[src/source/periph_defines.svh]
// Address map, widths and interrupt numbering; windows are assumed 0x100 aligned
`ifndef PERIPH_DEFINES_SVH
`define PERIPH_DEFINES_SVH

// Register bus map
`define PERIPH_BASE_ADDR  32'h0020_0000
`define IRQ_CTRL_OFFSET   32'h0000_0000
`define INSTR_ERR_OFFSET  32'h0000_0100
`define DATA_ERR_OFFSET   32'h0000_0200
`define TARGET_RANGE      32'h0000_0100
`define REG_OFFSET_W      8

// Offsets inside a bus error window
`define ERR_ADDR_REG      8'h00
`define ERR_CODE_REG      8'h04
`define ERR_COUNT_REG     8'h08
`define ERR_STATUS_REG    8'h0C

// Offsets inside the interrupt controller window
`define IRQ_EN_LO_REG     8'h00
`define IRQ_EN_HI_REG     8'h04

`define BUS_ERR_BITS      2
`define NUM_OUTSTANDING   2
`define ERR_COUNT_W       8
`define NUM_EXT_IRQ       8
`define NUM_IRQ_SRC       40
`define IRQ_ID_W          6

// Source vector numbering
`define IRQ_MTIP_BIT      7
`define IRQ_TIMER_BIT     16
`define IRQ_INSTR_ERR_BIT 18
`define IRQ_DATA_ERR_BIT  19
`define IRQ_EXT_BIT       32

`endif
[src/source/periph_pkg.sv]
// Enum types for the peripheral block; encodings are fixed by the register map
package periph_pkg;

  // Register bus target
  typedef enum logic [1:0] {
    SEL_IRQ,
    SEL_INSTR_ERR,
    SEL_DATA_ERR,
    SEL_NONE
  } periph_sel_e;

  // Monitor registers, in offset order
  typedef enum logic [1:0] {
    ERR_ADDR,
    ERR_CODE,
    ERR_COUNT,
    ERR_STATUS
  } err_reg_e;

  typedef enum logic {
    IRQ_IDLE,
    IRQ_PRESENT
  } irq_state_e;

endpackage

[src/source/reg_bus_if.sv]
// One register bus target; always ready, rdata and error are combinational
`timescale 1ns/10ps

interface reg_bus_if #(
  parameter int OFFSET_W = 8
) ();

  logic                valid;
  logic                write;
  logic [OFFSET_W-1:0] offset;
  logic [31:0]         wdata;
  logic [31:0]         rdata;
  logic                error;

  modport initiator (output valid, write, offset, wdata, input rdata, error);

  modport target (input valid, write, offset, wdata, output rdata, error);

endinterface

[src/source/mem_bus_if.sv]
// One memory bus as seen by a monitor; completions are in order, err valid with rvalid
`timescale 1ns/10ps

interface mem_bus_if #(
  parameter int ERR_W = 2
) ();

  logic             req;
  logic             gnt;
  logic             rvalid;
  logic [31:0]      addr;
  logic [ERR_W-1:0] err;

  // Passive observer
  modport monitor (input req, gnt, rvalid, addr, err);

  modport source (output req, gnt, rvalid, addr, err);

endinterface

[src/source/safety_periph_top.sv]
// Core-local peripherals without cores; register bus is always ready, bit 20 stays reserved
`timescale 1ns/10ps
`include "periph_defines.svh"

module safety_periph_top (
  input  logic                     clk_i,
  input  logic                     rst_n_i,
  input  logic                     reg_valid_i,
  input  logic                     reg_write_i,
  input  logic [31:0]              reg_addr_i,
  input  logic [31:0]              reg_wdata_i,
  input  logic                     instr_req_i,
  input  logic                     instr_gnt_i,
  input  logic                     instr_rvalid_i,
  input  logic [31:0]              instr_addr_i,
  input  logic [`BUS_ERR_BITS-1:0] instr_err_i,
  input  logic                     data_req_i,
  input  logic                     data_gnt_i,
  input  logic                     data_rvalid_i,
  input  logic [31:0]              data_addr_i,
  input  logic [`BUS_ERR_BITS-1:0] data_err_i,
  input  logic [1:0]               timer_irqs_i,
  input  logic [`NUM_EXT_IRQ-1:0]  ext_irqs_i,
  input  logic                     irq_ack_i,
  output logic [31:0]              reg_rdata_o,
  output logic                     reg_ready_o,
  output logic                     reg_error_o,
  output logic [`NUM_IRQ_SRC-1:0]  core_irq_o,
  output logic [`IRQ_ID_W-1:0]     irq_id_o,
  output logic                     irq_valid_o
);

  logic [`NUM_IRQ_SRC-1:0] irq_src;
  logic                    instr_err_irq;
  logic                    data_err_irq;

  mem_bus_if #(.ERR_W(`BUS_ERR_BITS)) instr_mem ();
  mem_bus_if #(.ERR_W(`BUS_ERR_BITS)) data_mem ();
  reg_bus_if #(.OFFSET_W(`REG_OFFSET_W)) irq_regs ();
  reg_bus_if #(.OFFSET_W(`REG_OFFSET_W)) instr_regs ();
  reg_bus_if #(.OFFSET_W(`REG_OFFSET_W)) data_regs ();

  assign instr_mem.req    = instr_req_i;
  assign instr_mem.gnt    = instr_gnt_i;
  assign instr_mem.rvalid = instr_rvalid_i;
  assign instr_mem.addr   = instr_addr_i;
  assign instr_mem.err    = instr_err_i;

  assign data_mem.req     = data_req_i;
  assign data_mem.gnt     = data_gnt_i;
  assign data_mem.rvalid  = data_rvalid_i;
  assign data_mem.addr    = data_addr_i;
  assign data_mem.err     = data_err_i;

  assign reg_ready_o = 1'b1;

  periph_regbus_demux demux0 (
    .reg_valid_i ( reg_valid_i ),
    .reg_write_i ( reg_write_i ),
    .reg_addr_i  ( reg_addr_i  ),
    .reg_wdata_i ( reg_wdata_i ),
    .reg_rdata_o ( reg_rdata_o ),
    .reg_error_o ( reg_error_o ),
    .irq_bus     ( irq_regs    ),
    .instr_bus   ( instr_regs  ),
    .data_bus    ( data_regs   )
  );

  bus_err_unit instr_err0 (
    .clk_i   ( clk_i         ),
    .rst_n_i ( rst_n_i       ),
    .bus     ( instr_mem     ),
    .regs    ( instr_regs    ),
    .irq_o   ( instr_err_irq )
  );

  bus_err_unit data_err0 (
    .clk_i   ( clk_i        ),
    .rst_n_i ( rst_n_i      ),
    .bus     ( data_mem     ),
    .regs    ( data_regs    ),
    .irq_o   ( data_err_irq )
  );

  // Numbering follows the core's local interrupt map
  always_comb begin
    irq_src                                = '0;
    irq_src[`IRQ_MTIP_BIT]                 = timer_irqs_i[0];
    irq_src[`IRQ_TIMER_BIT +: 2]           = timer_irqs_i;
    irq_src[`IRQ_INSTR_ERR_BIT]            = instr_err_irq;
    irq_src[`IRQ_DATA_ERR_BIT]             = data_err_irq;
    irq_src[`IRQ_EXT_BIT +: `NUM_EXT_IRQ]  = ext_irqs_i;
  end

  irq_ctrl irq_ctrl0 (
    .clk_i       ( clk_i       ),
    .rst_n_i     ( rst_n_i     ),
    .src_i       ( irq_src     ),
    .irq_ack_i   ( irq_ack_i   ),
    .regs        ( irq_regs    ),
    .core_irq_o  ( core_irq_o  ),
    .irq_id_o    ( irq_id_o    ),
    .irq_valid_o ( irq_valid_o )
  );

endmodule

[src/source/irq_ctrl.sv]
// Level sensitive interrupt controller; highest enabled id wins and is held until ack
`timescale 1ns/10ps
`include "periph_defines.svh"

module irq_ctrl (
  input  logic                    clk_i,
  input  logic                    rst_n_i,
  input  logic [`NUM_IRQ_SRC-1:0] src_i,
  input  logic                    irq_ack_i,
  reg_bus_if.target               regs,
  output logic [`NUM_IRQ_SRC-1:0] core_irq_o,
  output logic [`IRQ_ID_W-1:0]    irq_id_o,
  output logic                    irq_valid_o
);

  logic [31:0]                 en_lo_q;
  logic [`NUM_IRQ_SRC-33:0]    en_hi_q;
  logic [`NUM_IRQ_SRC-1:0]     active;
  logic [`IRQ_ID_W-1:0]        best_id;
  logic [`IRQ_ID_W-1:0]        id_q;
  logic                        wr_en;
  periph_pkg::irq_state_e      state_q;

  assign wr_en = regs.valid && regs.write;

  always_ff @(posedge clk_i) begin
    if (!rst_n_i) begin
      en_lo_q <= '0;
      en_hi_q <= '0;
    end else if (wr_en && (regs.offset == `IRQ_EN_LO_REG)) begin
      en_lo_q <= regs.wdata;
    end else if (wr_en && (regs.offset == `IRQ_EN_HI_REG)) begin
      en_hi_q <= regs.wdata[`NUM_IRQ_SRC-33:0];
    end
  end

  always_comb begin
    regs.rdata = '0;
    regs.error = 1'b0;
    case (regs.offset)
      `IRQ_EN_LO_REG: regs.rdata = en_lo_q;
      `IRQ_EN_HI_REG: regs.rdata = {{(64-`NUM_IRQ_SRC){1'b0}}, en_hi_q};
      default:        regs.error = regs.valid;
    endcase
  end

  assign active = src_i & {en_hi_q, en_lo_q};

  // Later ids overwrite earlier ones
  always_comb begin
    best_id = '0;
    for (int i = 0; i < `NUM_IRQ_SRC; i++) begin
      if (active[i]) begin
        best_id = i[`IRQ_ID_W-1:0];
      end
    end
  end

  always_ff @(posedge clk_i) begin
    if (!rst_n_i) begin
      state_q <= periph_pkg::IRQ_IDLE;
      id_q    <= '0;
    end else begin
      case (state_q)
        periph_pkg::IRQ_IDLE: begin
          if (active != '0) begin
            id_q    <= best_id;
            state_q <= periph_pkg::IRQ_PRESENT;
          end
        end
        default: begin
          if (irq_ack_i) begin
            state_q <= periph_pkg::IRQ_IDLE;
          end
        end
      endcase
    end
  end

  assign irq_valid_o = (state_q == periph_pkg::IRQ_PRESENT);
  assign irq_id_o    = id_q;

  always_comb begin
    core_irq_o = '0;
    if (irq_valid_o) begin
      core_irq_o[id_q] = 1'b1;
    end
  end

endmodule

[src/source/bus_err_unit.sv]
// Memory bus error monitor; keeps only the first error, an error in the clearing cycle is lost
`timescale 1ns/10ps
`include "periph_defines.svh"

module bus_err_unit (
  input  logic       clk_i,
  input  logic       rst_n_i,
  mem_bus_if.monitor bus,
  reg_bus_if.target  regs,
  output logic       irq_o
);

  logic                     accept;
  logic                     err_done;
  logic [31:0]              head_addr;
  logic                     pending;
  logic [31:0]              err_addr_q;
  logic [`BUS_ERR_BITS-1:0] err_code_q;
  logic [`ERR_COUNT_W-1:0]  err_count_q;
  logic                     clear;
  logic                     reg_hit;
  periph_pkg::err_reg_e     reg_sel;

  assign accept   = bus.req && bus.gnt;
  assign err_done = bus.rvalid && (bus.err != '0);

  outstanding_tracker #(
    .DEPTH       ( `NUM_OUTSTANDING )
  ) tracker0 (
    .clk_i       ( clk_i      ),
    .rst_n_i     ( rst_n_i    ),
    .push_i      ( accept     ),
    .push_addr_i ( bus.addr   ),
    .pop_i       ( bus.rvalid ),
    .head_addr_o ( head_addr  )
  );

  always_comb begin
    reg_hit = 1'b1;
    case (regs.offset)
      `ERR_ADDR_REG:   reg_sel = periph_pkg::ERR_ADDR;
      `ERR_CODE_REG:   reg_sel = periph_pkg::ERR_CODE;
      `ERR_COUNT_REG:  reg_sel = periph_pkg::ERR_COUNT;
      `ERR_STATUS_REG: reg_sel = periph_pkg::ERR_STATUS;
      default: begin
        reg_sel = periph_pkg::ERR_ADDR;
        reg_hit = 1'b0;
      end
    endcase
  end

  assign clear = regs.valid && regs.write && reg_hit &&
                 (reg_sel == periph_pkg::ERR_STATUS) && regs.wdata[0];

  always_ff @(posedge clk_i) begin
    if (!rst_n_i || clear) begin
      pending     <= 1'b0;
      err_addr_q  <= '0;
      err_code_q  <= '0;
      err_count_q <= '0;
    end else if (err_done) begin
      // Record only the first error
      if (!pending) begin
        pending    <= 1'b1;
        err_addr_q <= head_addr;
        err_code_q <= bus.err;
      end
      if (err_count_q != '1) begin
        err_count_q <= err_count_q + 1'b1;
      end
    end
  end

  always_comb begin
    regs.rdata = '0;
    if (reg_hit) begin
      case (reg_sel)
        periph_pkg::ERR_ADDR:  regs.rdata = err_addr_q;
        periph_pkg::ERR_CODE:  regs.rdata = {{(32-`BUS_ERR_BITS){1'b0}}, err_code_q};
        periph_pkg::ERR_COUNT: regs.rdata = {{(32-`ERR_COUNT_W){1'b0}}, err_count_q};
        default:               regs.rdata = {31'b0, pending};
      endcase
    end
  end

  assign regs.error = regs.valid && !reg_hit;
  assign irq_o      = pending;

endmodule

[src/source/outstanding_tracker.sv]
// In-order address queue for granted transactions; a push while full and not popping is dropped
`timescale 1ns/10ps

module outstanding_tracker #(
  parameter int DEPTH = 2
) (
  input  logic        clk_i,
  input  logic        rst_n_i,
  input  logic        push_i,
  input  logic [31:0] push_addr_i,
  input  logic        pop_i,
  output logic [31:0] head_addr_o
);

  localparam int CNT_W = $clog2(DEPTH + 1);

  logic [31:0]      queue [DEPTH];
  logic [CNT_W-1:0] count;
  logic [CNT_W-1:0] wr_idx;
  logic             push_ok;
  logic             pop_ok;

  assign pop_ok  = pop_i && (count != '0);
  assign push_ok = push_i && ((count != CNT_W'(DEPTH)) || pop_ok);
  // A pop shifts the queue, so the free slot moves down by one
  assign wr_idx  = pop_ok ? count - 1'b1 : count;

  always_ff @(posedge clk_i) begin
    if (!rst_n_i) begin
      count <= '0;
    end else if (push_ok && !pop_ok) begin
      count <= count + 1'b1;
    end else if (pop_ok && !push_ok) begin
      count <= count - 1'b1;
    end
  end

  for (genvar i = 0; i < DEPTH; i++) begin : g_entry
    logic [31:0] shift_in;

    if (i < DEPTH - 1) begin : g_mid
      assign shift_in = queue[i+1];
    end else begin : g_last
      assign shift_in = queue[i];
    end

    always_ff @(posedge clk_i) begin
      if (push_ok && (wr_idx == CNT_W'(i))) begin
        queue[i] <= push_addr_i;
      end else if (pop_ok) begin
        queue[i] <= shift_in;
      end
    end
  end

  assign head_addr_o = queue[0];

endmodule

[src/source/periph_regbus_demux.sv]
// Combinational register bus decoder; unmapped addresses answer error 1 and rdata 0
`timescale 1ns/10ps
`include "periph_defines.svh"

module periph_regbus_demux (
  input  logic         reg_valid_i,
  input  logic         reg_write_i,
  input  logic [31:0]  reg_addr_i,
  input  logic [31:0]  reg_wdata_i,
  output logic [31:0]  reg_rdata_o,
  output logic         reg_error_o,
  reg_bus_if.initiator irq_bus,
  reg_bus_if.initiator instr_bus,
  reg_bus_if.initiator data_bus
);

  periph_pkg::periph_sel_e sel;
  logic [31:0]             win_base;
  logic [31:0]             win_offset;

  // Wrapping subtraction makes addresses below the base fall outside
  function automatic logic in_window(logic [31:0] addr, logic [31:0] base);
    logic [31:0] diff;
    diff = addr - base;
    return diff < `TARGET_RANGE;
  endfunction

  always_comb begin
    sel      = periph_pkg::SEL_NONE;
    win_base = `PERIPH_BASE_ADDR;
    if (in_window(reg_addr_i, `PERIPH_BASE_ADDR + `IRQ_CTRL_OFFSET)) begin
      sel      = periph_pkg::SEL_IRQ;
      win_base = `PERIPH_BASE_ADDR + `IRQ_CTRL_OFFSET;
    end else if (in_window(reg_addr_i, `PERIPH_BASE_ADDR + `INSTR_ERR_OFFSET)) begin
      sel      = periph_pkg::SEL_INSTR_ERR;
      win_base = `PERIPH_BASE_ADDR + `INSTR_ERR_OFFSET;
    end else if (in_window(reg_addr_i, `PERIPH_BASE_ADDR + `DATA_ERR_OFFSET)) begin
      sel      = periph_pkg::SEL_DATA_ERR;
      win_base = `PERIPH_BASE_ADDR + `DATA_ERR_OFFSET;
    end
  end

  assign win_offset = reg_addr_i - win_base;

  // Only the selected target sees valid
  assign irq_bus.valid    = reg_valid_i && (sel == periph_pkg::SEL_IRQ);
  assign irq_bus.write    = reg_write_i;
  assign irq_bus.offset   = win_offset[`REG_OFFSET_W-1:0];
  assign irq_bus.wdata    = reg_wdata_i;

  assign instr_bus.valid  = reg_valid_i && (sel == periph_pkg::SEL_INSTR_ERR);
  assign instr_bus.write  = reg_write_i;
  assign instr_bus.offset = win_offset[`REG_OFFSET_W-1:0];
  assign instr_bus.wdata  = reg_wdata_i;

  assign data_bus.valid   = reg_valid_i && (sel == periph_pkg::SEL_DATA_ERR);
  assign data_bus.write   = reg_write_i;
  assign data_bus.offset  = win_offset[`REG_OFFSET_W-1:0];
  assign data_bus.wdata   = reg_wdata_i;

  always_comb begin
    case (sel)
      periph_pkg::SEL_IRQ: begin
        reg_rdata_o = irq_bus.rdata;
        reg_error_o = irq_bus.error;
      end
      periph_pkg::SEL_INSTR_ERR: begin
        reg_rdata_o = instr_bus.rdata;
        reg_error_o = instr_bus.error;
      end
      periph_pkg::SEL_DATA_ERR: begin
        reg_rdata_o = data_bus.rdata;
        reg_error_o = data_bus.error;
      end
      default: begin
        reg_rdata_o = '0;
        reg_error_o = 1'b1;
      end
    endcase
  end

endmodule

[config.mk]
export PLATFORM = sky130hd
export DESIGN_NAME = safety_periph_top
export DESIGN_NICKNAME = d
export VERILOG_FILES = /design/src/source/periph_pkg.sv /design/src/source/reg_bus_if.sv /design/src/source/mem_bus_if.sv /design/src/source/safety_periph_top.sv /design/src/source/irq_ctrl.sv /design/src/source/bus_err_unit.sv /design/src/source/outstanding_tracker.sv /design/src/source/periph_regbus_demux.sv
export VERILOG_INCLUDE_DIRS = /design/src /design/src/source
export SDC_FILE = /design/constraint.sdc
export NUM_CORES = 1
export LEC_CHECK = 0
export ABC_AREA = 1
export BUFFER_PORTS_ARGS = -buffer_cell sky130_fd_sc_hd__buf_4
export CELL_PAD_IN_SITES_DETAIL_PLACEMENT = 1
export CELL_PAD_IN_SITES_GLOBAL_PLACEMENT = 1
export CORE_ASPECT_RATIO = 2
export CORE_MARGIN = 5
export CORE_UTILIZATION = 43
export DETAILED_ROUTE_END_ITERATION = 7
export PLACE_DENSITY = 0.82
export SYNTH_ARGS = -nofsm -noshare
export SYNTH_HDL_FRONTEND = slang
export SYNTH_SLANG_ARGS = --single-unit
[constraint.sdc]
create_clock -name clk_i -period 4.3 [get_ports clk_i]
set_clock_uncertainty 0.05 [all_clocks]
set_input_delay 0 -clock clk_i [delete_from_list [all_inputs] [get_ports clk_i]]
set_output_delay 0 -clock clk_i [all_outputs]
set_load 0.01 [all_outputs]
Word-level counts from Yosys, hierarchy flattened
Memory sizes are Yosys's and may differ from the RTL's. A register that Yosys moved wholly into a read port is not among the register bits.
Index checks and enable logic that the tools add are counted.
{ "totals": {"regBits": 73, "ramBits": 128, "output_inout_bits": 81, "wordCells": 203, "mem_count": 2} }
{ "mem_list": {"columns": ["memory", "words", "word_bits", "read_ports", "rd_clocked_by_memory_dff", "write_ports", "line", "source"], "rows": [
  ["data_err0.tracker0.queue", 2, 32, 2, 1, 2, "outstanding_tracker.sv:17", "logic [31:0] queue [DEPTH];"],
  ["instr_err0.tracker0.queue", 2, 32, 2, 1, 2, "outstanding_tracker.sv:17", null]
]} }
{ "op_classes": {"addsub": 10, "order_cmp": 5, "n_eq_ne": 14, "mux": 88, "bitwise": 9, "reduce_logical": 63} }
{ "op_table": {"columns": ["op", "n"], "rows": [
  ["32-bit one-hot mux with 3 select lines", 3],
  ["32-bit 2-to-1 mux", 6],
  ["32-bit by 9-bit < comparator with 1-bit output, second input constant", 3],
  ["32-bit by 22-bit subtractor with 32-bit output, second input constant", 3],
  ["5-bit 2-to-1 mux", 16],
  ["32-bit one-hot mux with 2 select lines", 1],
  ["6-bit 2-to-1 mux", 8],
  ["40-bit bitwise AND", 1],
  ["40-bit 2-to-1 mux", 1],
  ["40-bit nonzero test", 1],
  ["1-bit logical AND", 33],
  ["4-bit 2-to-1 mux", 8],
  ["1-bit 2-to-1 mux", 26],
  ["2-bit 2-to-1 mux", 10],
  ["8-bit by 1-bit adder with 8-bit output, second input constant", 2],
  ["8-bit by 4-bit == test with 1-bit output, second input constant", 2],
  ["8-bit 2-to-1 mux", 2],
  ["8-bit != test, second input constant", 2],
  ["3-bit 2-to-1 mux", 4],
  ["2-bit AND reduction", 6],
  ["2-bit nonzero test", 6],
  ["2-bit by 1-bit == test with 1-bit output, second input constant", 4],
  ["8-bit by 3-bit == test with 1-bit output, second input constant", 1],
  ["2-bit zero test", 4],
  ["17 further kinds", 36]
]} }

Longest topological paths before layout
Gate-level depths: netlist of run 1.
{ "logic_depth": {"depth_word": 40, "depth_mapped": 22, "ltp_nobuf": 21} }

Modules after synthesis
From an unflattened synthesis of run 1, not the netlist that was laid out.
{ "hier_totals": {"cells_unflattened": 2362, "hier_area_um2": 16706.0} }
{ "by_module_without_submodules": {"columns": ["module", "n_inst", "cells_each", "area_each_um2", "seq_area_each_um2"], "rows": [
  ["outstanding_tracker", 2, 198, 2593.7, 1961.9],
  ["bus_err_unit", 2, 344, 2239.6, 860.8],
  ["periph_regbus_demux", 1, 821, 4275.4, 0.0],
  ["irq_ctrl", 1, 454, 2748.9, 940.9],
  ["safety_periph_top", 1, 3, 15.0, 0.0]
]} }

Least setup slack after synthesis of run 1
OpenSTA, ideal clock, no wires.
{ "synth_timing": {"kind": "register -> register", "from": "register data_err0.tracker0.count[0]", "to": "memory data_err0.tracker0.queue[1][0] (enable)", "setup_ns": 0.461, "arrival_ns": 3.214, "t_required_ns": 3.789, "path_slack_ns": 0.575, "path_stages_with_launch": 8, "path_buffers": 0, "period_less_slack_ns": 3.725, "path_cell_list": "dfxtp_1 -> inv_1 -> ha_1 -> nor2_8 -> nor2_1 -> nor2_2 -> inv_1 -> nor3_1"} }
{ "synth_rtl": {"columns": ["element", "line", "source"], "rows": [
  ["from (decl)", "outstanding_tracker.sv:18", "logic [CNT_W-1:0] count;"],
  ["from (signal assigned)", "outstanding_tracker.sv:32", "count <= count + 1'b1;"],
  ["from (signal assigned)", "outstanding_tracker.sv:34", "count <= count - 1'b1;"],
  ["to (decl)", "outstanding_tracker.sv:17", null]
]} }

Worst setup path in the final report of run 1
{ "layout_timing": {"from": "input port reg_addr_i[9]", "to": "output port reg_rdata_o[25]"} }
{ "layout_between": {"elab_chain_cells": 10} }
{ "layout_lines": {"columns": ["element", "line", "source"], "rows": [
  ["from (decl)", "safety_periph_top.sv:10", "input logic [31:0] reg_addr_i,"],
  ["32-bit by 22-bit subtractor with 32-bit output", "periph_regbus_demux.sv:24", "diff = addr - base;"],
  ["32-bit by 9-bit < comparator with 1-bit output (no source line)", null, null],
  ["8-bit 2-to-1 mux", "periph_regbus_demux.sv:31", "if (in_window(reg_addr_i, `PERIPH_BASE_ADDR + `IRQ_CTRL_OFFSET)) begin"],
  ["8-bit subtractor", "periph_regbus_demux.sv:43", "assign win_offset = reg_addr_i - win_base;"],
  ["8-bit by 4-bit == test with 1-bit output / 8-bit by 3-bit == test with 1-bit output (equally long branches)", "bus_err_unit.sv:40, irq_ctrl.sv:40", null],
  ["2-bit one-hot mux with 3 select lines", "bus_err_unit.sv:40", "case (regs.offset)"],
  ["2-bit == test, or another cell as far along", "bus_err_unit.sv:77", "case (reg_sel)"],
  ["32-bit one-hot mux with 3 select lines", "bus_err_unit.sv:77", null],
  ["32-bit 2-to-1 mux", "bus_err_unit.sv:76", "if (reg_hit) begin"],
  ["32-bit one-hot mux with 3 select lines (*)", "periph_regbus_demux.sv:62", "case (sel)"],
  ["to (decl)", "safety_periph_top.sv:25", "output logic [31:0] reg_rdata_o,"]
]} }
Every way passes the cells marked *; elsewhere a longest branch is shown, timed or not.

==> impl_results.md, run 1 <==
- P_int: approximately 0.0049 W
- Synth Cell Area: between 10,000 and 15,000 µm²
- Post-synthesis sequential area ratio: between 40 and 50%
- First-pass GRT wire length: approximately 78 mm
- CTS root buffer: clkbuf_16
- Setup Total Neg Slack: 0 ns
- H-tree depth: 1
- Layout cells sized above 1: about a fifth
- Die W: between 100 and 150 µm
- Core Rows: 92
- Arr. time, crit path: around 4 ns
- DRC Markers: 0
- Main synth FF type: dfxtp_1
- Run status: completed
- PortBufs: ~220
- Clk buf depth: 3
- Hold Crit Class: primary input to flop
- Largest net degree at the start of global routing: 50
- Worst slew pin tran: between 1 and 1.5 ns
- Clk sinks: 264
- Initial drt markers: 893
- Routed wire length: 50.8 mm
- Worst r2r dst: irq_ctrl0.irq_id_o[1]
- Final core area utilization: 56.2%
- MaxCap Viol Count: 0
- Die area: 35,300 µm²
- Initial core utilization: 43.2%
- Vias/cell: around 5.4
- Hold Crit Depth: 5
- Total CTS buffers: 25
- Worst VDD drop: around 0.36 mV
- Psw: approximately 0.0019 W
- I/O pin total: about 230
- Slew margin rel.: approximately 23%
- Crit path required time: around 4.3 ns
- HP Start: instr_gnt_i
- Crit path max fanout: 18
- RSZ-0062 raised after global routing: no
- Register share of total power: a little under half
- CP Capture Type: output pin
- Initial antenna violation count: 1
- Combinational share of power: about a fifth
- Post-synth top area share: between 20% and 30%
- Gate Count Post-Synth: 1,553
- Number of synthesized flops with an enable pin: ~130
- CORE AREA: roughly 31,000 µm²
- Total global-route track usage: approximately 28%
- Final cell count without fillers: ~2,300
- Area grow syn2layout: 30.1%
- # placed instances: between 2,000 and 2,500
- Area contributors post-synth: edfxtp_1 28%, dfxtp_1 20%, nand2_1 9.6%
- Clk slew on worst S/H paths: around 0.07 ns
- Lkg Pwr: between 7 and 8 nW
- Setup-failing EPs final: 0
- Gpl congestion: between 0.9 and 1
- Clock Power Share: between 30% and 40%
- CTS tree: done
- Pins over their slew limit: 0
- Post-CTS Resized: 0
- FF-to-FF setup slack: 0.77 ns
- Nature of the critical path startpoint: primary input
- FF-to-FF Start: irq_ctrl0.en_hi_q[3]
- Yosys Warn Count: 0
- Average size of a mapped cell: just under 9 µm²
- Min Tclk post-route: 4.02 ns
- Clock Latency Late Sink: approximately 0.54 ns
- Area leader, netlist: edfxtp_1
- Hold Path Sink: instr_err0.tracker0.count[0]
- #FFs+latches synth: 264
- Post-synth cell types: just over 50
- First-pass iteration count of the detailed router: 5
- DR vias: ~13,000
- Reg2reg path depth: 12
- Final net count: 2,058
- Remaining antenna violation count after routing: 0
- Sw frac: between 20 and 30%
- Setup CP Type: primary input to output pin
- WL per Instance: about 22 µm
- Post-CTS Setup Bufs: 0
- GRT Residual Overflow: 0
- Final hold viol count: 0
- Power density cells: 385 nW/µm²
- FMAX: 249 MHz
- Die Span Y: about 260 µm
- Asr flop ratio synth: 0%
- Hpwl dp: around 33 mm
- Final period util: 93.5%
- Vias in the first global route: around 14,000
how the worst max path moves through the flow:
stage	slack, ns	startpoint	cells after the start	end
after floorplan	0.58	data_err0.tracker0.count[0]	7	data_err0.tracker0.queue[1][0]
after global routing	0.06	reg_addr_i[9]	20	reg_rdata_o[25]
after CTS	0.47	reg_addr_i[9]	20	reg_rdata_o[25]
after global placement	0.61	reg_addr_i[9]	20	reg_rdata_o[28]
final	0.28	reg_addr_i[9]	20	reg_rdata_o[25]
after detailed placement	0.51	reg_addr_i[9]	20	reg_rdata_o[25]
critical path: stages:
cell,delay [ns]
buf_4,0.13
inv_1,0.08
ha_1,0.27
nand2_1,0.11
nor2_2,0.25
nand2_2,0.15
o21ai_0,0.28
nand2_1,0.10
nand2_1,0.09
nor2_1,0.04
nand3_1,0.12
nor2_1,0.08
nor2_1,0.18
ha_1,0.79
inv_1,0.41
nand2_2,0.33
inv_2,0.15
nand3_1,0.11
o21ai_1,0.12
buf_4,0.17
power groups by stage:
stage | clock network (W) | registers [W] | logic [W]
after global routing | 0.00236 | 0.00326 | 0.00140
after floorplan | 0 | 0.00321 | 0.000853
after CTS | 0.00222 | 0.00322 | 0.00127
after global placement | 0 | 0.00325 | 0.00112
final | 0.00223 | 0.00323 | 0.00130
after detailed placement | 0 | 0.00327 | 0.00117
timing repair:
| item | CTS | global route |
|---|---|---|
| hold buffers | 147 | 0 |
| endpoints found under the setup margin | 0 | 0 |
| hold endpoints to repair | 191 | 0 |
per-layer routing:
layer / up-vias / global-route usage (%) / share of wire, % / routed length, µm
met5: - / 0 / 0 / 0
met4: 0 / 12.4 / 5.0 / 2550
met3: 134 / 4.11 / 5.4 / 2760
met2: 489 / 51.4 / 52 / 26300
met1: 6119 / 32.6 / 38 / 19100
li1: 5860 / - / - / -
Yosys cell counts, types with 2 or more instances:
| cell type | instances |
|---|---|
| a21oi_1 | 111 |
| a22o_1 | 27 |
| a31oi_1 | 3 |
| buf_2 | 11 |
| buf_4 | 21 |
| buf_6 | 13 |
| buf_8 | 2 |
| clkbuf_1 | 34 |
| clkinv_1 | 2 |
| clkinv_2 | 2 |
| conb_1 | 2 |
| dfxtp_1 | 136 |
| edfxtp_1 | 128 |
| ha_1 | 15 |
| inv_1 | 92 |
| inv_2 | 16 |
| mux2_1 | 5 |
| mux2_2 | 4 |
| mux2_4 | 55 |
| nand2_1 | 346 |
| nand2_2 | 13 |
| nand2_4 | 2 |
| nand3_1 | 151 |
| nand3_4 | 3 |
| nand3b_1 | 2 |
| nand4_1 | 15 |
| nor2_1 | 181 |
| nor2_2 | 15 |
| nor2_4 | 15 |
| nor2_8 | 2 |
| nor3_1 | 9 |
| nor3b_1 | 2 |
| nor4_1 | 2 |
| o211ai_1 | 4 |
| o21ai_0 | 74 |
| o21ai_1 | 9 |
| o21ai_2 | 3 |
| o21ai_4 | 2 |
| xnor2_1 | 2 |
| xor2_1 | 11 |
state kept, by name, summed over array words and instances (netlist names):
signal                     count
instr_err0.tracker0.count      2
instr_err0.err_code_q          2
instr_err0.tracker0.queue     64
irq_ctrl0.irq_valid_o          1
instr_err0.err_count_q         8
irq_ctrl0.irq_id_o             5
data_err0.err_addr_q          32
data_err0.err_code_q           2
data_err0.err_count_q          8
irq_ctrl0.en_lo_q             32
irq_ctrl0.en_hi_q              8
instr_err0.err_addr_q         32
data_err0.tracker0.count       2
data_err0.irq_o                1
instr_err0.irq_o               1
data_err0.tracker0.queue      64
metrics by stage:
stage / setup WS [ns] / total power (W) / cell area [µm²] / hold WS [ns]
after floorplan: 0.575 / 0.00406 / 13600 / 0.0489
after global placement: 0.613 / 0.00437 / 15300 / 0.139
after detailed placement: 0.511 / 0.00444 / 15300 / 0.138
after CTS: 0.472 / 0.00671 / 17600 / 0.0000304
after global routing: 0.0614 / 0.00701 / 17600 / 0.0542
final: 0.278 / 0.00677 / 17600 / 0.0156
logic make-up (layout without fill, tap and decap cells):
family                   count (synthesis)  count (layout)  synth area share (%)
flip-flops                             264             264                  48.5
buffers and inverters                  195             534                  7.01
AO/OA/AOI/OAI                          237             237                  9.96
multiplexers                            64              64                  6.85
XOR/XNOR                                13              13                 0.842
AND/OR/NAND/NOR                        763             763                  25.3
other                                    2              19                0.0555
adder cells (fa/ha/maj)                 15              15                  1.39
layout make-up:
cell class	count	area (µm²)
fill	3634	13700
antenna	1	2.50
clock inverter	11	104
sequential	264	6570
timing repair buffer	377	3200
inverter	112	423
clock buffer	34	689
tap	423	529
multi-input combinational	1110	6080
placed cells by master, fill, tap and decap left out, drive strengths merged, types with 3 or more instances in the layout:
cell         instances
clkinv              11
dlygate4sd3        147
a21oi              112
nand4               16
inv                108
nand2              361
clkbuf              34
dfxtp              136
o21ai               88
xor2                11
nor3                10
ha                  15
buf                230
nor2               213
conb                18
a22o                27
a31oi                3
nand3              155
o211ai               4
mux2                64
edfxtp             128
Note: power is estimated with default switching activity, not from simulation.
==> run 2, diff against run 1 <==
CORE_UTILIZATION = 42   (was 43)
REMOVE_ABC_BUFFERS = 1   (was unset)
SYNTH_HIERARCHICAL = 1   (was unset)
==> run 2 against run 1 <==
Effect of this change:
- register-to-register slack about the same
- clock power down 6%
- critical path depth up 16
- wire length up 27%
- total power down 0.52%
==> impl_results.md, run 2 <==
- Layout cells sized above 1: between 10% and 20%
- Hold Crit Class: primary input to flop
- Reg2reg path depth: 36
- Final net count: ~2,700
- Yosys Warn Count: 6
- Hpwl dp: roughly 48 mm
- Remaining antenna violation count after routing: 0
- Clk slew on worst S/H paths: 0.07 ns
- CP Buf/Inv Count: 2
- FF-to-FF setup slack: 0.76 ns
- CTS tree: done
- CP Capture Type: flop
- Largest registers: data_err0/tracker0/queue (64), instr_err0/tracker0/queue (64)
- Lkg Pwr: roughly 8.4 nW
- Total CTS buffers: 24
- Power density cells: about 340 nW/µm²
- Clock Latency Late Sink: 0.53 ns
- Crit path max fanout: 3
- DRC Markers: 0
- Setup Total Neg Slack: 0 ns
- Most frequent cells in the layout: 644 x nand2_1, 328 x nor2_1, 251 x buf_4
- Nature of the critical path startpoint: flop
- Worst VDD drop: between 0.4 and 0.5 mV
- Total global-route track usage: between 20% and 30%
- Crit path required time: between 4 and 5 ns
- Slowest CP cell: dlygate4sd3_1
- FMAX: around 280 MHz
- Slew margin rel.: between 20 and 30%
- Setup-failing EPs final: 0
- Pins over their slew limit: 0
- Initial drt markers: roughly 800
- Area occupied by multi-input gates: a little under 8000 µm²
- Area grow syn2layout: 21.7%
- CP startpoint: irq_ctrl0/en_lo_q[7]
- Crit path to: irq_ctrl0/irq_id_o[0]
- RSZ-0062 raised after global routing: no
- Die Span Y: slightly below 300 µm
- I/O pin total: ~230
- Final core area utilization: a little over 50%
- Core Rows: 102
- Final period util: 82.3%
- Levels on crit path: 36
- Run status: completed
- Initial antenna violation count: 0
- Crit-path leading delay family: simple AND/OR/NAND/NOR gates
- Min Tclk post-route: around 3.5 ns
- Initial core utilization: a little over two fifths
- Filler cell count: about 5,000
- H-tree depth: 1
- Cell mode on critical path: nand2_1
- Gpl congestion: 0.957
- MaxCap Viol Count: 0
- Worst slew pin tran: around 1.1 ns
- Largest net degree at the start of global routing: 61
- Average size of a mapped cell: between 7 and 8 µm²
- FF-to-FF Start: irq_ctrl0/en_lo_q[7]
- FF/Latch Area: between 6000 and 7000 µm²
- Worst r2r dst: irq_ctrl0/irq_id_o[0]
- Clk buf depth: 3
- DR vias: roughly 16,000
- Gate Count Post-Synth: approximately 2,300
- Routed wire length: about 64 mm
- Final hold viol count: 0
- PortBufs: roughly 230
- Synth Cell Area: 16,200 µm²
- Vias in the first global route: approximately 18,000
- CORE AREA: approximately 39,000 µm²
- First-pass iteration count of the detailed router: 5
- GRT Residual Overflow: 0
- Setup CP Type: flop to flop
- Die W: 149 µm
- Arr. time, crit path: between 3 and 4 ns
- Most common cell after layout, fill and taps aside: nand2_1
- Die area: around 43,000 µm²
- Max stage delay on crit path: approximately 0.56 ns
- HP Start: instr_rvalid_i
- WL per Instance: 20.7 µm
- Vias/cell: 5.31
- CTS root buffer: clkbuf_16
- Post-CTS Resized: 0
- First-pass GRT wire length: 98.0 mm
- Clk sinks: 265
## run 2: routing by layer
layer  track usage, %  vias to the layer above  share of wire (%)  routed length, µm
li1                 -                     7946                  -                  -
met1             27.7                     7864                 33              21300
met2             57.7                      481                 55              35300
met3             2.79                      179                3.8               2440
met4             20.2                        0                8.3               5330
met5                0                        -                  0                  0
## run 2: through the flow
stage / worst slack, ns / power (W) / hold slack, ns / instance area [µm²] / cells
detailed placement: 0.891 / 0.00455 / 0.139 / 17800 / 2936
global route: 0.435 / 0.00704 / 0.0979 / 19800 / 3100
CTS: 0.738 / 0.00673 / 0.0255 / 19800 / 3100
global placement: 1.03 / 0.00447 / 0.138 / 17800 / 2936
floorplan: 0.946 / 0.00401 / 0.0489 / 15300 / 2165
finish: 0.762 / 0.00673 / 0.0513 / 19800 / 3101
## run 2: worst min-delay path by stage
stage	end	depth (start not counted)
after floorplan	data_err0/tracker0/queue[1][0]	0
after global placement	data_err0/tracker0/queue[1][12]	1
after detailed placement	data_err0/tracker0/queue[1][19]	1
after CTS	instr_err0/tracker0/count[0]	4
after global routing	irq_ctrl0/irq_id_o[4]	8
final	instr_err0/tracker0/count[0]	4
## run 2: worst min-delay path, cell delays in order
cell     delay, ns
buf_4         0.13
nand2_2       0.14
ha_1          0.23
a21oi_1       0.08
## run 2: report_power, final
group	switching (W)	internal, W	leakage, nW
combinational	0.000960	0.000458	5.74
clock	0.000965	0.00113	0.358
sequential	0.000126	0.00309	2.30
## run 2: what timing repair did
action	4_1_cts	5_1_grt
setup buffers	0	0
hold buffers	120	0
endpoints found under the hold margin	177	0
## run 2: cell type report
type | count | share of cell area [%]
antenna | 1 | 0.0127
timing repair buffer | 371 | 15.6
multi-input combinational | 1702 | 40.3
clock buffer | 31 | 3.28
tap | 520 | 3.29
inverter | 198 | 3.76
clock inverter | 13 | 0.481
sequential | 265 | 33.3
==> run 3, diff against run 2 <==
ABC_AREA = 0   (was 1)
CORE_UTILIZATION = 40   (was 42)
PLACE_DENSITY = 0.78   (was 0.82)
clock period = 2.9 ns   (was 4.3 ns; I/O delays follow)
==> run 3 against run 2 <==
Effect of this change:
- sequential cell count unchanged
- first-iteration DRC count down 47%
- core utilization up 1.2 points
- sequential share of layout area up 2.5 points
- critical endpoint is now reg_error_o
==> impl_results.md, run 3 <==
- Power density cells: around 540 nW/µm²
- Final net count: just under 2,000
- Die Span Y: 277 µm
- Crit path cell chain: buf_4, or3_4, or4_4, buf_4, mux2i_1, o22ai_1, nand4_1, a31oi_4, and2_4, and2_1, a311oi_1, o31ai_2, buf_4
- Final period util: 97.2%
- Gate Count Post-Synth: 1,397
- Crit path required time: approximately 2.9 ns
- Worst VDD drop: approximately 0.6 mV
- Initial core utilization: between 40% and 50%
- Final cell count without fillers: ~2,200
- Initial drt markers: ~420
- GRT Residual Overflow: 0
- FF-to-FF setup slack: roughly 0.32 ns
- # placed instances: ~2,100
- Crit path max fanout: 3
- I/O pin total: about 230
- Die area: 39,700 µm²
- Lkg Pwr: roughly 7.5 nW
- PortBufs: approximately 230
- Clk slew on worst S/H paths: 0.07 ns
- DR vias: 11,800
- Pins over their slew limit: 0
- First-pass iteration count of the detailed router: 5
- Yosys Warn Count: 6
- Final hold viol count: 0
- Arr. time, crit path: approximately 2.8 ns
- Remaining antenna violation count after routing: 0
- H-tree depth: 1
- Slew margin rel.: 43.4%
- HP Start: ext_irqs_i[4]
- Vias/cell: 5.32
- FMAX: approximately 350 MHz
- Gpl congestion: 0.910
- Clock Latency Late Sink: 0.53 ns
- CTS tree: done
- Core Rows: 97
- Clk buf depth: 3
- CORE AREA: 35,100 µm²
- DP Worst Slack: -0.226 ns
- Total CTS buffers: 24
- Min Tclk post-route: between 2 and 3 ns
- Synth Cell Area: roughly 14,000 µm²
- CP Capture Type: output pin
- Largest registers: data_err0/tracker0/queue (64), instr_err0/tracker0/queue (64)
- Area grow syn2layout: 29.3%
- WL per Instance: ~22 µm
- Worst r2r dst: irq_ctrl0/irq_id_o[0]
- MaxCap Viol Count: 0
- Hold Crit Depth: 4
- Setup CP Type: primary input to output pin
- Hold Crit Class: primary input to flop
- Final core area utilization: between 50% and 60%
- Slowest CP cell: or4_4
- Routed wire length: 49.9 mm
- Filler cell count: about 3,900
- CTS root buffer: clkbuf_16
- Run status: completed
- Antenna Diode Count: 0
- Worst slew pin tran: about 0.85 ns
- FF-to-FF Start: instr_err0/irq_o
- Hold Path Sink: irq_ctrl0/irq_id_o[2]
- CP Buf/Inv Count: 3
- Most frequent cells in the layout: 284 x buf_4, 185 x nand2_1, 138 x nor2_1
- Clk sinks: 265
- Setup-failing EPs final: 0
- Initial antenna violation count: 0
- Hpwl dp: around 36 mm
- Area occupied by multi-input gates: approximately 6900 µm²
- Crit-path leading delay family: simple AND/OR/NAND/NOR gates
- Most common cell after layout, fill and taps aside: buf_4
- Vias in the first global route: between 10,000 and 15,000
- First-pass GRT wire length: 75.6 mm
- Total global-route track usage: 24.3%
- FF/Latch Area: 6590 µm²
- Die W: ~140 µm
- Cell mode on critical path: buf_4
- Reg2reg path depth: 7
- DRC Markers: 0
- Largest net degree at the start of global routing: 35
- Max stage delay on crit path: about 0.55 ns
- Layout cells sized above 1: ~25%
- Average size of a mapped cell: 10.2 µm²
- Nature of the critical path startpoint: primary input
- Setup ws final: 0.0824 ns
[run 3: cell count changes in the layout (fill, tap and decap cells not counted), sizes merged, moves of 69 or more]
cell   change
and2     +121
inv      -181
mux2i     +69
nand2    -495
nand3    -218
nand4     -78
nor2     -227
[run 3: what timing repair did]
action,CTS,global route
hold buffers,123,0
pin swaps,0,2
cloned,0,1
gates resized for setup,1,13
hold endpoints to repair,189,0
buffers inserted,0,1
setup endpoints to repair,1,40
[run 3: power breakdown]
part	switching, W	internal [W]	leakage (nW)
combinational	0.00102	0.000900	4.78
sequential	0.000202	0.00455	2.30
clock	0.00147	0.00182	0.389
total	0.00269	0.00727	7.47
[run 3: routing by layer]
layer  global-route usage, %  up-vias  part of all wire [%]
li1                        -     5612                     -
met1                    22.5     5809                    33
met2                    49.7      300                    58
met3                    2.97      111                   3.9
met4                    11.9        0                   5.7
met5                       0        -                     0
[run 3: how the worst max path moves through the flow]
| stage | startpoint | to | slack (ns) | cells after the start |
|---|---|---|---|---|
| 3_3_place_gp | reg_addr_i[13] | instr_err0/err_addr_q[28] | -0.19 | 12 |
| 6_report | reg_addr_i[13] | reg_error_o | 0.08 | 13 |
| 3_5_place_dp | reg_addr_i[13] | instr_err0/err_addr_q[12] | -0.23 | 12 |
| 4_1_cts | reg_addr_i[10] | reg_rdata_o[0] | 0.004 | 10 |
| 2_1_floorplan | reg_addr_i[13] | data_err0/err_count_q[2] | -1.32 | 11 |
| 5_1_grt | reg_addr_i[13] | reg_error_o | -0.04 | 13 |
[run 3: worst register-to-register path: cells and delay by family (launching register included)]
family,cells,cell delay [ns]
AO/OA/AOI/OAI,3,0.86
buffers and inverters,1,0.59
flip-flops,1,0.45
AND/OR/NAND/NOR,3,0.58
[run 3: area by class of cell]
class | count | area share [%]
timing repair buffer | 415 | 19.1
inverter | 15 | 0.306
clock buffer | 30 | 3.61
clock inverter | 14 | 0.720
sequential | 265 | 35.8
multi-input combinational | 1042 | 37.5
tap | 445 | 3.02
[run 3: stage by stage]
stage	cell area, µm²	hold WS, ns	setup TNS, ns	power (W)
2_1_floorplan	13500	0.0489	-109.62	0.00587
3_3_place_gp	16300	0.140	-12.27	0.00648
3_5_place_dp	16300	0.141	-15.76	0.00658
4_1_cts	18300	0.0167	0	0.00997
5_1_grt	18400	0.0783	-0.0351	0.0104
6_report	18400	0.0350	0	0.00996
